==> src/cart_device_pkg.sv <==
`default_nettype none

package cart_device_pkg;

    // Sound device attached to the cartridge
    typedef enum logic {
        DEV_NONE = 1'b0,
        DEV_SCC  = 1'b1
    } device_t;

    // Bank 2 value that maps the SCC registers in
    localparam logic [7:0] SCC_ENABLE_BANK = 8'h3F;

    // SCC register window inside page 2
    localparam logic [15:0] SCC_WIN_LO = 16'h9800;
    localparam logic [15:0] SCC_WIN_HI = 16'h9FFF;

endpackage

`default_nettype wire

==> src/cart_types_pkg.sv <==
`default_nettype none

package cart_types_pkg;

    // External memory and bank register geometry
    localparam int MEM_AW = 22;         // 4 MB address space
    localparam int BANK_W = 8;          // Bank register width
    localparam int SIZE_W = 5;          // Width of the log2 ROM size field

    // Legal range of the log2 ROM size
    localparam int SIZE_LOG_MIN = 13;   // 8 KB
    localparam int SIZE_LOG_MAX = 22;   // 4 MB

    // Offset bits inside one bank window
    localparam int PAGE8_W  = 13;       // 8 KB windows
    localparam int PAGE16_W = 14;       // 16 KB windows

    // Number of SRAM bank bits used by ASCII8
    localparam int SRAM_BANK_W = 2;

    // Active mapper of the slot
    typedef enum logic [1:0] {
        MAP_NONE       = 2'd0,
        MAP_ASCII8     = 2'd1,
        MAP_ASCII16    = 2'd2,
        MAP_KONAMI_SCC = 2'd3
    } mapper_t;

endpackage

`default_nettype wire

==> src/block_config.sv <==
`timescale 1ns/100ps
`default_nettype none

module block_config (
    input  wire                                    clk,
    input  wire                                    rst_n,
    input  wire                                    cfg_wr,        // Configuration strobe
    input  wire cart_types_pkg::mapper_t           cfg_type,
    input  wire [cart_types_pkg::SIZE_W-1:0]       cfg_size_log,
    input  wire                                    cfg_sram_en,
    output cart_types_pkg::mapper_t                cur_type,
    output logic [cart_types_pkg::SIZE_W-1:0]      rom_size_log,
    output logic                                   sram_en
);

    // Block information of the slot, valid from the cycle after cfg_wr
    always_ff @(posedge clk) begin
        if (!rst_n) begin
            cur_type     <= cart_types_pkg::MAP_NONE;
            rom_size_log <= cart_types_pkg::SIZE_W'(cart_types_pkg::SIZE_LOG_MAX);
            sram_en      <= 1'b0;
        end else if (cfg_wr) begin
            cur_type     <= cfg_type;
            rom_size_log <= cfg_size_log;
            sram_en      <= cfg_sram_en;
        end
    end

    // A latched size must describe a ROM between 8 KB and 4 MB
    a_size_range: assert property (
        @(posedge clk) disable iff (!rst_n)
        cfg_wr |=> (rom_size_log >= cart_types_pkg::SIZE_LOG_MIN)
                && (rom_size_log <= cart_types_pkg::SIZE_LOG_MAX)
    ) else $error("block_config: rom_size_log %0d out of range", rom_size_log);

endmodule

`default_nettype wire

==> src/cart_slot.sv <==
`timescale 1ns/100ps
`default_nettype none

module cart_slot (
    input  wire                                  clk,
    input  wire                                  rst_n,
    input  wire [15:0]                           addr,
    input  wire [7:0]                            data_in,
    input  wire                                  mreq,
    input  wire                                  wr,
    input  wire                                  rd,
    input  wire                                  cfg_wr,
    input  wire cart_types_pkg::mapper_t         cfg_type,
    input  wire [cart_types_pkg::SIZE_W-1:0]     cfg_size_log,
    input  wire                                  cfg_sram_en,
    output logic [cart_types_pkg::MEM_AW-1:0]    mem_addr,
    output logic                                 mem_rnw,
    output logic                                 ram_cs,
    output logic                                 sram_cs,
    output logic                                 dev_en,
    output logic                                 dev_we,
    output cart_device_pkg::device_t             dev_typ
);

    cart_types_pkg::mapper_t               cur_type;
    logic [cart_types_pkg::SIZE_W-1:0]     rom_size_log;
    logic                                  sram_en;

    block_config block_config_i (
        .clk(clk), .rst_n(rst_n),
        .cfg_wr(cfg_wr), .cfg_type(cfg_type),
        .cfg_size_log(cfg_size_log), .cfg_sram_en(cfg_sram_en),
        .cur_type(cur_type), .rom_size_log(rom_size_log), .sram_en(sram_en)
    );

    mappers mappers_i (
        .clk(clk), .rst_n(rst_n),
        .addr(addr), .data_in(data_in), .mreq(mreq), .wr(wr), .rd(rd),
        .cur_type(cur_type), .rom_size_log(rom_size_log), .sram_en(sram_en),
        .mem_addr(mem_addr), .mem_rnw(mem_rnw), .ram_cs(ram_cs), .sram_cs(sram_cs),
        .dev_en(dev_en), .dev_we(dev_we), .dev_typ(dev_typ)
    );

endmodule

`default_nettype wire

==> src/mapper_ascii16.sv <==
`timescale 1ns/100ps
`default_nettype none

module mapper_ascii16 (
    input  wire                                  clk,
    input  wire                                  rst_n,
    input  wire [15:0]                           addr,
    input  wire [7:0]                            data_in,
    input  wire                                  mreq,
    input  wire                                  wr,
    input  wire                                  rd,
    input  wire cart_types_pkg::mapper_t         cur_type,
    output logic [cart_types_pkg::MEM_AW-1:0]    m_addr,
    output logic                                 m_rnw,
    output logic                                 m_ram_cs
);

    logic                                active;
    logic                                access;
    logic                                in_window;
    logic                                bank0_we;
    logic                                bank1_we;
    logic [cart_types_pkg::BANK_W-1:0]   bank0;     // Window 4000-7FFF
    logic [cart_types_pkg::BANK_W-1:0]   bank1;     // Window 8000-BFFF
    logic [cart_types_pkg::BANK_W-1:0]   cur_bank;

    assign active    = (cur_type == cart_types_pkg::MAP_ASCII16);
    assign access    = mreq && (rd || wr);
    assign in_window = (addr[15:14] == 2'b01) || (addr[15:14] == 2'b10);
    assign cur_bank  = addr[15] ? bank1 : bank0;

    // 6000-67FF and 7000-77FF
    assign bank0_we = active && mreq && wr && (addr[15:11] == 5'b01100);
    assign bank1_we = active && mreq && wr && (addr[15:11] == 5'b01110);

    always_ff @(posedge clk) begin
        if (!rst_n) begin
            bank0 <= '0;
            bank1 <= '0;
        end else begin
            if (bank0_we) begin
                bank0 <= data_in;
            end
            if (bank1_we) begin
                bank1 <= data_in;
            end
        end
    end

    always_comb begin
        m_addr   = '1;
        m_rnw    = 1'b1;    // ROM only
        m_ram_cs = 1'b0;
        if (active && access && in_window) begin
            m_addr   = {cur_bank, addr[cart_types_pkg::PAGE16_W-1:0]};  // Bank x 16 KB
            m_ram_cs = 1'b1;
        end
    end

endmodule

`default_nettype wire

==> src/mapper_ascii8.sv <==
`timescale 1ns/100ps
`default_nettype none

module mapper_ascii8 (
    input  wire                                  clk,
    input  wire                                  rst_n,
    input  wire [15:0]                           addr,
    input  wire [7:0]                            data_in,
    input  wire                                  mreq,
    input  wire                                  wr,
    input  wire                                  rd,
    input  wire cart_types_pkg::mapper_t         cur_type,
    input  wire                                  sram_en,
    output logic [cart_types_pkg::MEM_AW-1:0]    m_addr,
    output logic                                 m_rnw,
    output logic                                 m_ram_cs,
    output logic                                 m_sram_cs
);

    logic                                active;
    logic                                access;
    logic                                in_window;
    logic                                bank_we;
    logic                                sram_hit;
    logic [1:0]                          win_sel;
    logic [cart_types_pkg::BANK_W-1:0]   bank [0:3];
    logic [cart_types_pkg::BANK_W-1:0]   cur_bank;

    assign active    = (cur_type == cart_types_pkg::MAP_ASCII8);
    assign access    = mreq && (rd || wr);
    assign in_window = (addr[15:14] == 2'b01) || (addr[15:14] == 2'b10);   // 4000-BFFF
    assign win_sel   = {addr[15], addr[13]};                               // 4000/6000/8000/A000
    assign cur_bank  = bank[win_sel];

    // Bank selects at 6000, 6800, 7000 and 7800
    assign bank_we  = active && mreq && wr && (addr[15:13] == 3'b011);

    // Bit 7 of the bank maps SRAM into the upper two windows
    assign sram_hit = sram_en && cur_bank[cart_types_pkg::BANK_W-1] && addr[15];

    always_ff @(posedge clk) begin
        if (!rst_n) begin
            for (int i = 0; i < 4; i++) begin
                bank[i] <= '0;
            end
        end else if (bank_we) begin
            bank[addr[12:11]] <= data_in;
        end
    end

    always_comb begin
        m_addr    = '1;     // Inactive value for the AND combiner
        m_rnw     = 1'b1;
        m_ram_cs  = 1'b0;
        m_sram_cs = 1'b0;
        if (active && access && in_window) begin
            if (sram_hit) begin
                m_addr = {{(cart_types_pkg::MEM_AW - cart_types_pkg::SRAM_BANK_W
                            - cart_types_pkg::PAGE8_W){1'b0}},
                          cur_bank[cart_types_pkg::SRAM_BANK_W-1:0],
                          addr[cart_types_pkg::PAGE8_W-1:0]};
                m_rnw     = rd;     // SRAM is writable
                m_sram_cs = 1'b1;
            end else begin
                m_addr = {{(cart_types_pkg::MEM_AW - cart_types_pkg::BANK_W
                            - cart_types_pkg::PAGE8_W){1'b0}},
                          cur_bank, addr[cart_types_pkg::PAGE8_W-1:0]};
                m_ram_cs = 1'b1;
            end
        end
    end

endmodule

`default_nettype wire

==> src/mapper_konami_scc.sv <==
`timescale 1ns/100ps
`default_nettype none

module mapper_konami_scc (
    input  wire                                  clk,
    input  wire                                  rst_n,
    input  wire [15:0]                           addr,
    input  wire [7:0]                            data_in,
    input  wire                                  mreq,
    input  wire                                  wr,
    input  wire                                  rd,
    input  wire cart_types_pkg::mapper_t         cur_type,
    output logic [cart_types_pkg::MEM_AW-1:0]    m_addr,
    output logic                                 m_rnw,
    output logic                                 m_ram_cs,
    output logic                                 m_dev_en,
    output logic                                 m_dev_we
);

    logic                                active;
    logic                                access;
    logic                                in_window;
    logic                                bank_we;
    logic                                scc_hit;
    logic [1:0]                          win_sel;
    logic [cart_types_pkg::BANK_W-1:0]   bank [0:3];
    logic [cart_types_pkg::BANK_W-1:0]   cur_bank;

    assign active    = (cur_type == cart_types_pkg::MAP_KONAMI_SCC);
    assign access    = mreq && (rd || wr);
    assign in_window = (addr[15:14] == 2'b01) || (addr[15:14] == 2'b10);
    assign win_sel   = {addr[15], addr[13]};
    assign cur_bank  = bank[win_sel];

    // Bank selects of 2 KB each at 5000, 7000, 9000 and B000
    assign bank_we = active && mreq && wr && in_window && (addr[12:11] == 2'b10);

    // SCC registers appear once bank 2 holds the enable value
    assign scc_hit = (bank[2] == cart_device_pkg::SCC_ENABLE_BANK)
                  && (addr >= cart_device_pkg::SCC_WIN_LO)
                  && (addr <= cart_device_pkg::SCC_WIN_HI);

    always_ff @(posedge clk) begin
        if (!rst_n) begin
            for (int i = 0; i < 4; i++) begin
                bank[i] <= i[cart_types_pkg::BANK_W-1:0];     // Linear map 0..3
            end
        end else if (bank_we) begin
            bank[win_sel] <= data_in;
        end
    end

    always_comb begin
        m_addr   = '1;
        m_rnw    = 1'b1;
        m_ram_cs = 1'b0;
        m_dev_en = 1'b0;
        m_dev_we = 1'b0;
        if (active && access && in_window) begin
            if (scc_hit) begin
                m_dev_en = 1'b1;    // Memory stays idle
                m_dev_we = wr;
            end else begin
                m_addr = {{(cart_types_pkg::MEM_AW - cart_types_pkg::BANK_W
                            - cart_types_pkg::PAGE8_W){1'b0}},
                          cur_bank, addr[cart_types_pkg::PAGE8_W-1:0]};
                m_ram_cs = 1'b1;
            end
        end
    end

endmodule

`default_nettype wire

==> src/mappers.sv <==
`timescale 1ns/100ps
`default_nettype none

module mappers (
    input  wire                                  clk,
    input  wire                                  rst_n,
    input  wire [15:0]                           addr,
    input  wire [7:0]                            data_in,
    input  wire                                  mreq,
    input  wire                                  wr,
    input  wire                                  rd,
    input  wire cart_types_pkg::mapper_t         cur_type,
    input  wire [cart_types_pkg::SIZE_W-1:0]     rom_size_log,
    input  wire                                  sram_en,
    output logic [cart_types_pkg::MEM_AW-1:0]    mem_addr,
    output logic                                 mem_rnw,
    output logic                                 ram_cs,
    output logic                                 sram_cs,
    output logic                                 dev_en,
    output logic                                 dev_we,
    output cart_device_pkg::device_t             dev_typ
);

    logic [cart_types_pkg::MEM_AW-1:0]   a8_addr;
    logic                                a8_rnw;
    logic                                a8_ram_cs;
    logic                                a8_sram_cs;
    logic [cart_types_pkg::MEM_AW-1:0]   a16_addr;
    logic                                a16_rnw;
    logic                                a16_ram_cs;
    logic [cart_types_pkg::MEM_AW-1:0]   scc_addr;
    logic                                scc_rnw;
    logic                                scc_ram_cs;
    logic                                scc_dev_en;
    logic                                scc_dev_we;
    logic [cart_types_pkg::MEM_AW-1:0]   addr_all;
    logic [cart_types_pkg::MEM_AW-1:0]   size_mask;

    mapper_ascii8 ascii8 (
        .clk(clk), .rst_n(rst_n),
        .addr(addr), .data_in(data_in), .mreq(mreq), .wr(wr), .rd(rd),
        .cur_type(cur_type), .sram_en(sram_en),
        .m_addr(a8_addr), .m_rnw(a8_rnw), .m_ram_cs(a8_ram_cs), .m_sram_cs(a8_sram_cs)
    );

    mapper_ascii16 ascii16 (
        .clk(clk), .rst_n(rst_n),
        .addr(addr), .data_in(data_in), .mreq(mreq), .wr(wr), .rd(rd),
        .cur_type(cur_type),
        .m_addr(a16_addr), .m_rnw(a16_rnw), .m_ram_cs(a16_ram_cs)
    );

    mapper_konami_scc konami_scc (
        .clk(clk), .rst_n(rst_n),
        .addr(addr), .data_in(data_in), .mreq(mreq), .wr(wr), .rd(rd),
        .cur_type(cur_type),
        .m_addr(scc_addr), .m_rnw(scc_rnw), .m_ram_cs(scc_ram_cs),
        .m_dev_en(scc_dev_en), .m_dev_we(scc_dev_we)
    );

    // Inactive mappers drive all ones, so the active one wins the AND
    assign addr_all  = a8_addr & a16_addr & scc_addr;
    assign size_mask = ~({cart_types_pkg::MEM_AW{1'b1}} << rom_size_log);   // Wraps banks past ROM end
    assign mem_addr  = ram_cs ? (addr_all & size_mask) : addr_all;

    assign mem_rnw = a8_rnw & a16_rnw & scc_rnw;
    assign ram_cs  = a8_ram_cs | a16_ram_cs | scc_ram_cs;
    assign sram_cs = a8_sram_cs;
    assign dev_en  = scc_dev_en;
    assign dev_we  = scc_dev_we;

    assign dev_typ = (mreq && (cur_type == cart_types_pkg::MAP_KONAMI_SCC))
                   ? cart_device_pkg::DEV_SCC : cart_device_pkg::DEV_NONE;

    // Only one memory device may be selected across all mappers
    a_cs_exclusive: assert property (
        @(posedge clk) disable iff (!rst_n)
        !(ram_cs && sram_cs)
    ) else $error("mappers: ram_cs and sram_cs both active");

endmodule

`default_nettype wire

==> config.mk <==
export PLATFORM = sky130hd
export DESIGN_NAME = cart_slot
export DESIGN_NICKNAME = d
export VERILOG_FILES = /design/src/cart_device_pkg.sv /design/src/cart_types_pkg.sv /design/src/block_config.sv /design/src/cart_slot.sv /design/src/mapper_ascii16.sv /design/src/mapper_ascii8.sv /design/src/mapper_konami_scc.sv /design/src/mappers.sv
export SDC_FILE = /design/constraint.sdc
export NUM_CORES = 1
export LEC_CHECK = 0
export ABC_AREA = 1
export BUFFER_PORTS_ARGS = -buffer_cell sky130_fd_sc_hd__clkbuf_2
export CAP_MARGIN = 20
export CORE_ASPECT_RATIO = 0.75
export CORE_MARGIN = 3
export CORE_UTILIZATION = 62
export CTS_CLUSTER_DIAMETER = 30
export CTS_CLUSTER_SIZE = 20
export DETAILED_ROUTE_END_ITERATION = 8
export PLACE_DENSITY = 0.85
export SYNTH_ARGS = -nofsm -noshare
export SYNTH_HDL_FRONTEND = slang
export SYNTH_SLANG_ARGS = --single-unit
==> constraint.sdc <==
create_clock -name clk -period 3.7 [get_ports clk]
set_clock_uncertainty 0.2 [all_clocks]
set_input_delay 0.185 -clock clk [delete_from_list [all_inputs] [get_ports clk]]
set_output_delay 0.185 -clock clk [all_outputs]
set_load 0.02 [all_outputs]
==> results.yml <==
sta:
  rsz0062_at_grt: "false"
  hold_slack_ps: 34.8
  finalSetupViolations: 0
  tightestPinTransition_ps: 704
  finalCriticalPeriod_ps: 2900
  hold_viol: 0
  drv_slew: 0
  period_share_pct: 78.3
  slew_headroom_pct: 53.1
  setup_tns_ps: 0
  fmax_mhz: 345
detailed_routing:
  first_pass_iters: 6
  detail-route-antenna-nets: 0
  drt_wl_total_um: 13600
  drc: 0
  vias: 4620
  drt-wirelength-per-cell_um: 17.3
  drt_iter0_markers: 632
  routed_via_density: 5.86
place:
  place_inst: 751
  portBuffers: 65
  gp_congestion: 0.963
  dp_hpwl_um: 9140
worst_setup_path:
  cp-end-kind: "output pin"
  worst_setup_path_start_kind: "input port"
  crit_required_ps: 3310
  reg2reg_slack_ps: 1420
  crit_fanout: 33
  crit_arrival_ps: 2510
  path_class: "in2out"
synthesis:
  syn_area_um2: 4750
  synth_cell_types: 34
  synth.avg_cell_area_um2: 7.83
  yosys_warnings: 0
  yosysSeqAreaShare_pct: 50.6
  syn_inst: 606
  synth_nets: 646
  yosys_register_bits: 88
layout:
  nNetsFinal: 725
  instances_no_fill: 788
  antenna_cells: 0
  multi_input_area_um2: 1910
  fin_util_pct: 77.4
  drive_gt1_share_pct: 16.7
  nFillCells: 489
  seqCellArea_um2: 2400
  syn2layout_area_growth_pct: 16.3
cts:
  clock_path_buffers: 2
  cts_root_buf: "clkbuf_8"
  cts_max_level: 3
  path_clk_slew_ps: 100
  clkLatencyLatePin_ps: 350
  cts_tree: "built"
  postCtsSetupBuffers: 0
  cts_sinks: 88
  cts_resized: 0
  cts_made_buffers: 9
die:
  chipWidth_um: 107
  die_area_um2: 8750
  coreArea_um2: 7120
  die_y_um: 81.8
  initial_core_util_pct: 66.6
  io-pin-count: 66
  fp-row-count: 26
pwr:
  max-vdd-ir-drop_uv: 324
  p_per_area_nw_per_um2: 363
  leakage_nw: 2.33
global_routing:
  grt_overflow: 0
  grt_pass1_vias: 4458
  grt_pass1_wl_um: 21500
  grt_max_degree: 36
  track_usage_pct: 32.4
  antenna_found_initial: 0
run:
  cap_violations: 0
hold_path:
  hp-class: "in2reg"
run_status:
  run_status: "finished, final reports clean"
==> per-stage QoR <==
step	total power, W	area [um2]	setup slack [ps]
2_1_floorplan	0.00128	4750	1610
3_3_place_gp	0.00136	5130	945
3_5_place_dp	0.00137	5130	880
4_1_cts	0.00198	5520	878
5_1_grt	0.00207	5520	591
6_report	0.00200	5520	803
==> sequential cells by signal (all words and copies together) (netlist names) <==
register	flops
mappers_i.ascii16.bank0	8
mappers_i.ascii8.bank	32
block_config_i.cur_type	2
block_config_i.rom_size_log	5
mappers_i.konami_scc.bank	32
mappers_i.ascii16.bank1	8
block_config_i.sram_en	1
==> cell usage after synthesis <==
cell type	instances	share of area (%)
nand3b_1	2	0.32
a21boi_1	1	0.16
edfxtp_1	64	40
nor3_2	3	0.63
o21a_1	3	0.47
nand4_1	3	0.40
nand2_2	6	0.79
o22ai_1	1	0.13
a22oi_1	3	0.47
inv_2	9	0.71
dfxtp_1	24	10
clkinv_1	2	0.16
clkbuf_1	15	1.2
buf_1	1	0.079
nand3_1	35	3.7
o21ai_0	58	6.1
nor2_2	5	0.66
nand2_4	1	0.24
o211ai_1	6	0.95
buf_6	1	0.24
buf_2	7	0.74
o221ai_1	1	0.18
nor3_1	28	3.0
a31oi_1	1	0.13
a21oi_1	35	3.7
nor2_4	3	0.71
nor2_1	96	7.6
ha_1	2	0.53
a21oi_2	1	0.18
o2111ai_1	1	0.18
buf_4	1	0.16
inv_1	75	5.9
nand2_1	111	8.8
nand3_2	1	0.21
==> cells by family after synthesis <==
logic type / count (synthesis) / share of synthesized area, %
adder cells (fa/ha/maj): 2 / 0.527
AND/OR/NAND/NOR: 294 / 27.0
buffers and inverters: 111 / 9.20
flip-flops: 88 / 50.6
AO/OA/AOI/OAI: 111 / 12.7
==> layout by cell type, fill, tap and decap left out, types with 21 or more instances in the layout <==
| cell | count |
|---|---|
| a21oi_1 | 35 |
| clkbuf_2 | 65 |
| nand2_1 | 111 |
| dlygate4sd3_1 | 21 |
| inv_1 | 75 |
| nand3_1 | 35 |
| nor3_1 | 28 |
| nor2_1 | 96 |
| dfxtp_1 | 24 |
| edfxtp_1 | 64 |
| o21ai_0 | 58 |
==> metal layers <==
layer / track usage, % / part of all wire, % / vias up / wire length [um]
met5: 0 / 0 / - / 0
met4: 15.3 / 4.1 / 0 / 556
met3: 8.09 / 11 / 73 / 1550
met2: 52.4 / 47 / 315 / 6360
met1: 41.4 / 38 / 2079 / 5150
li1: - / - / 2153 / -
==> critical path, cell delays in order <==
cell      delay (ps)
clkbuf_2         530
ha_1             390
nor2_2           180
nand2_2          140
nor2_4           220
inv_1            120
a21oi_1          310
nand3_1          160
nand2_1           90
nor2_1            40
clkbuf_2         150
==> path summary, 6_finish.rpt <==
kind                                                  from                              end  cells after the start
worst max-delay path                              addr[15]                     mem_addr[15]                     11
worst min-delay path                                cfg_wr   block_config_i.rom_size_log[0]                      3
worst max register to register  block_config_i.cur_type[1]  mappers_i.konami_scc.bank[1][0]                      8
worst min register to register  mappers_i.ascii16.bank0[0]       mappers_i.ascii16.bank0[0]                      2
==> repair_timing <==
action,4_1_cts,5_1_grt
hold buffers,21,0
setup endpoints to repair,0,0
endpoints found under the hold margin,24,0
==> final cells by class <==
cell class	count	area share (%)
Sequential cell	88	43.5
Multi-Input combinational cell	407	34.6
Clock buffer	9	2.24
Timing Repair Buffer	93	10.7
Inverter	86	5.85
Clock inverter	7	0.930
Tap cell	98	2.22
==> power breakdown <==
| part | internal [W] | total [W] | leakage (nW) | switching [W] |
|---|---|---|---|---|
| registers | 0.00108 | 0.00110 | 0.845 | 0.0000190 |
| clock network | 0.000251 | 0.000619 | 0.0901 | 0.000368 |
| logic | 0.0000886 | 0.000281 | 1.40 | 0.000193 |
| total | 0.00142 | 0.00200 | 2.33 | 0.000580 |
(Power assumes the default switching activity.)
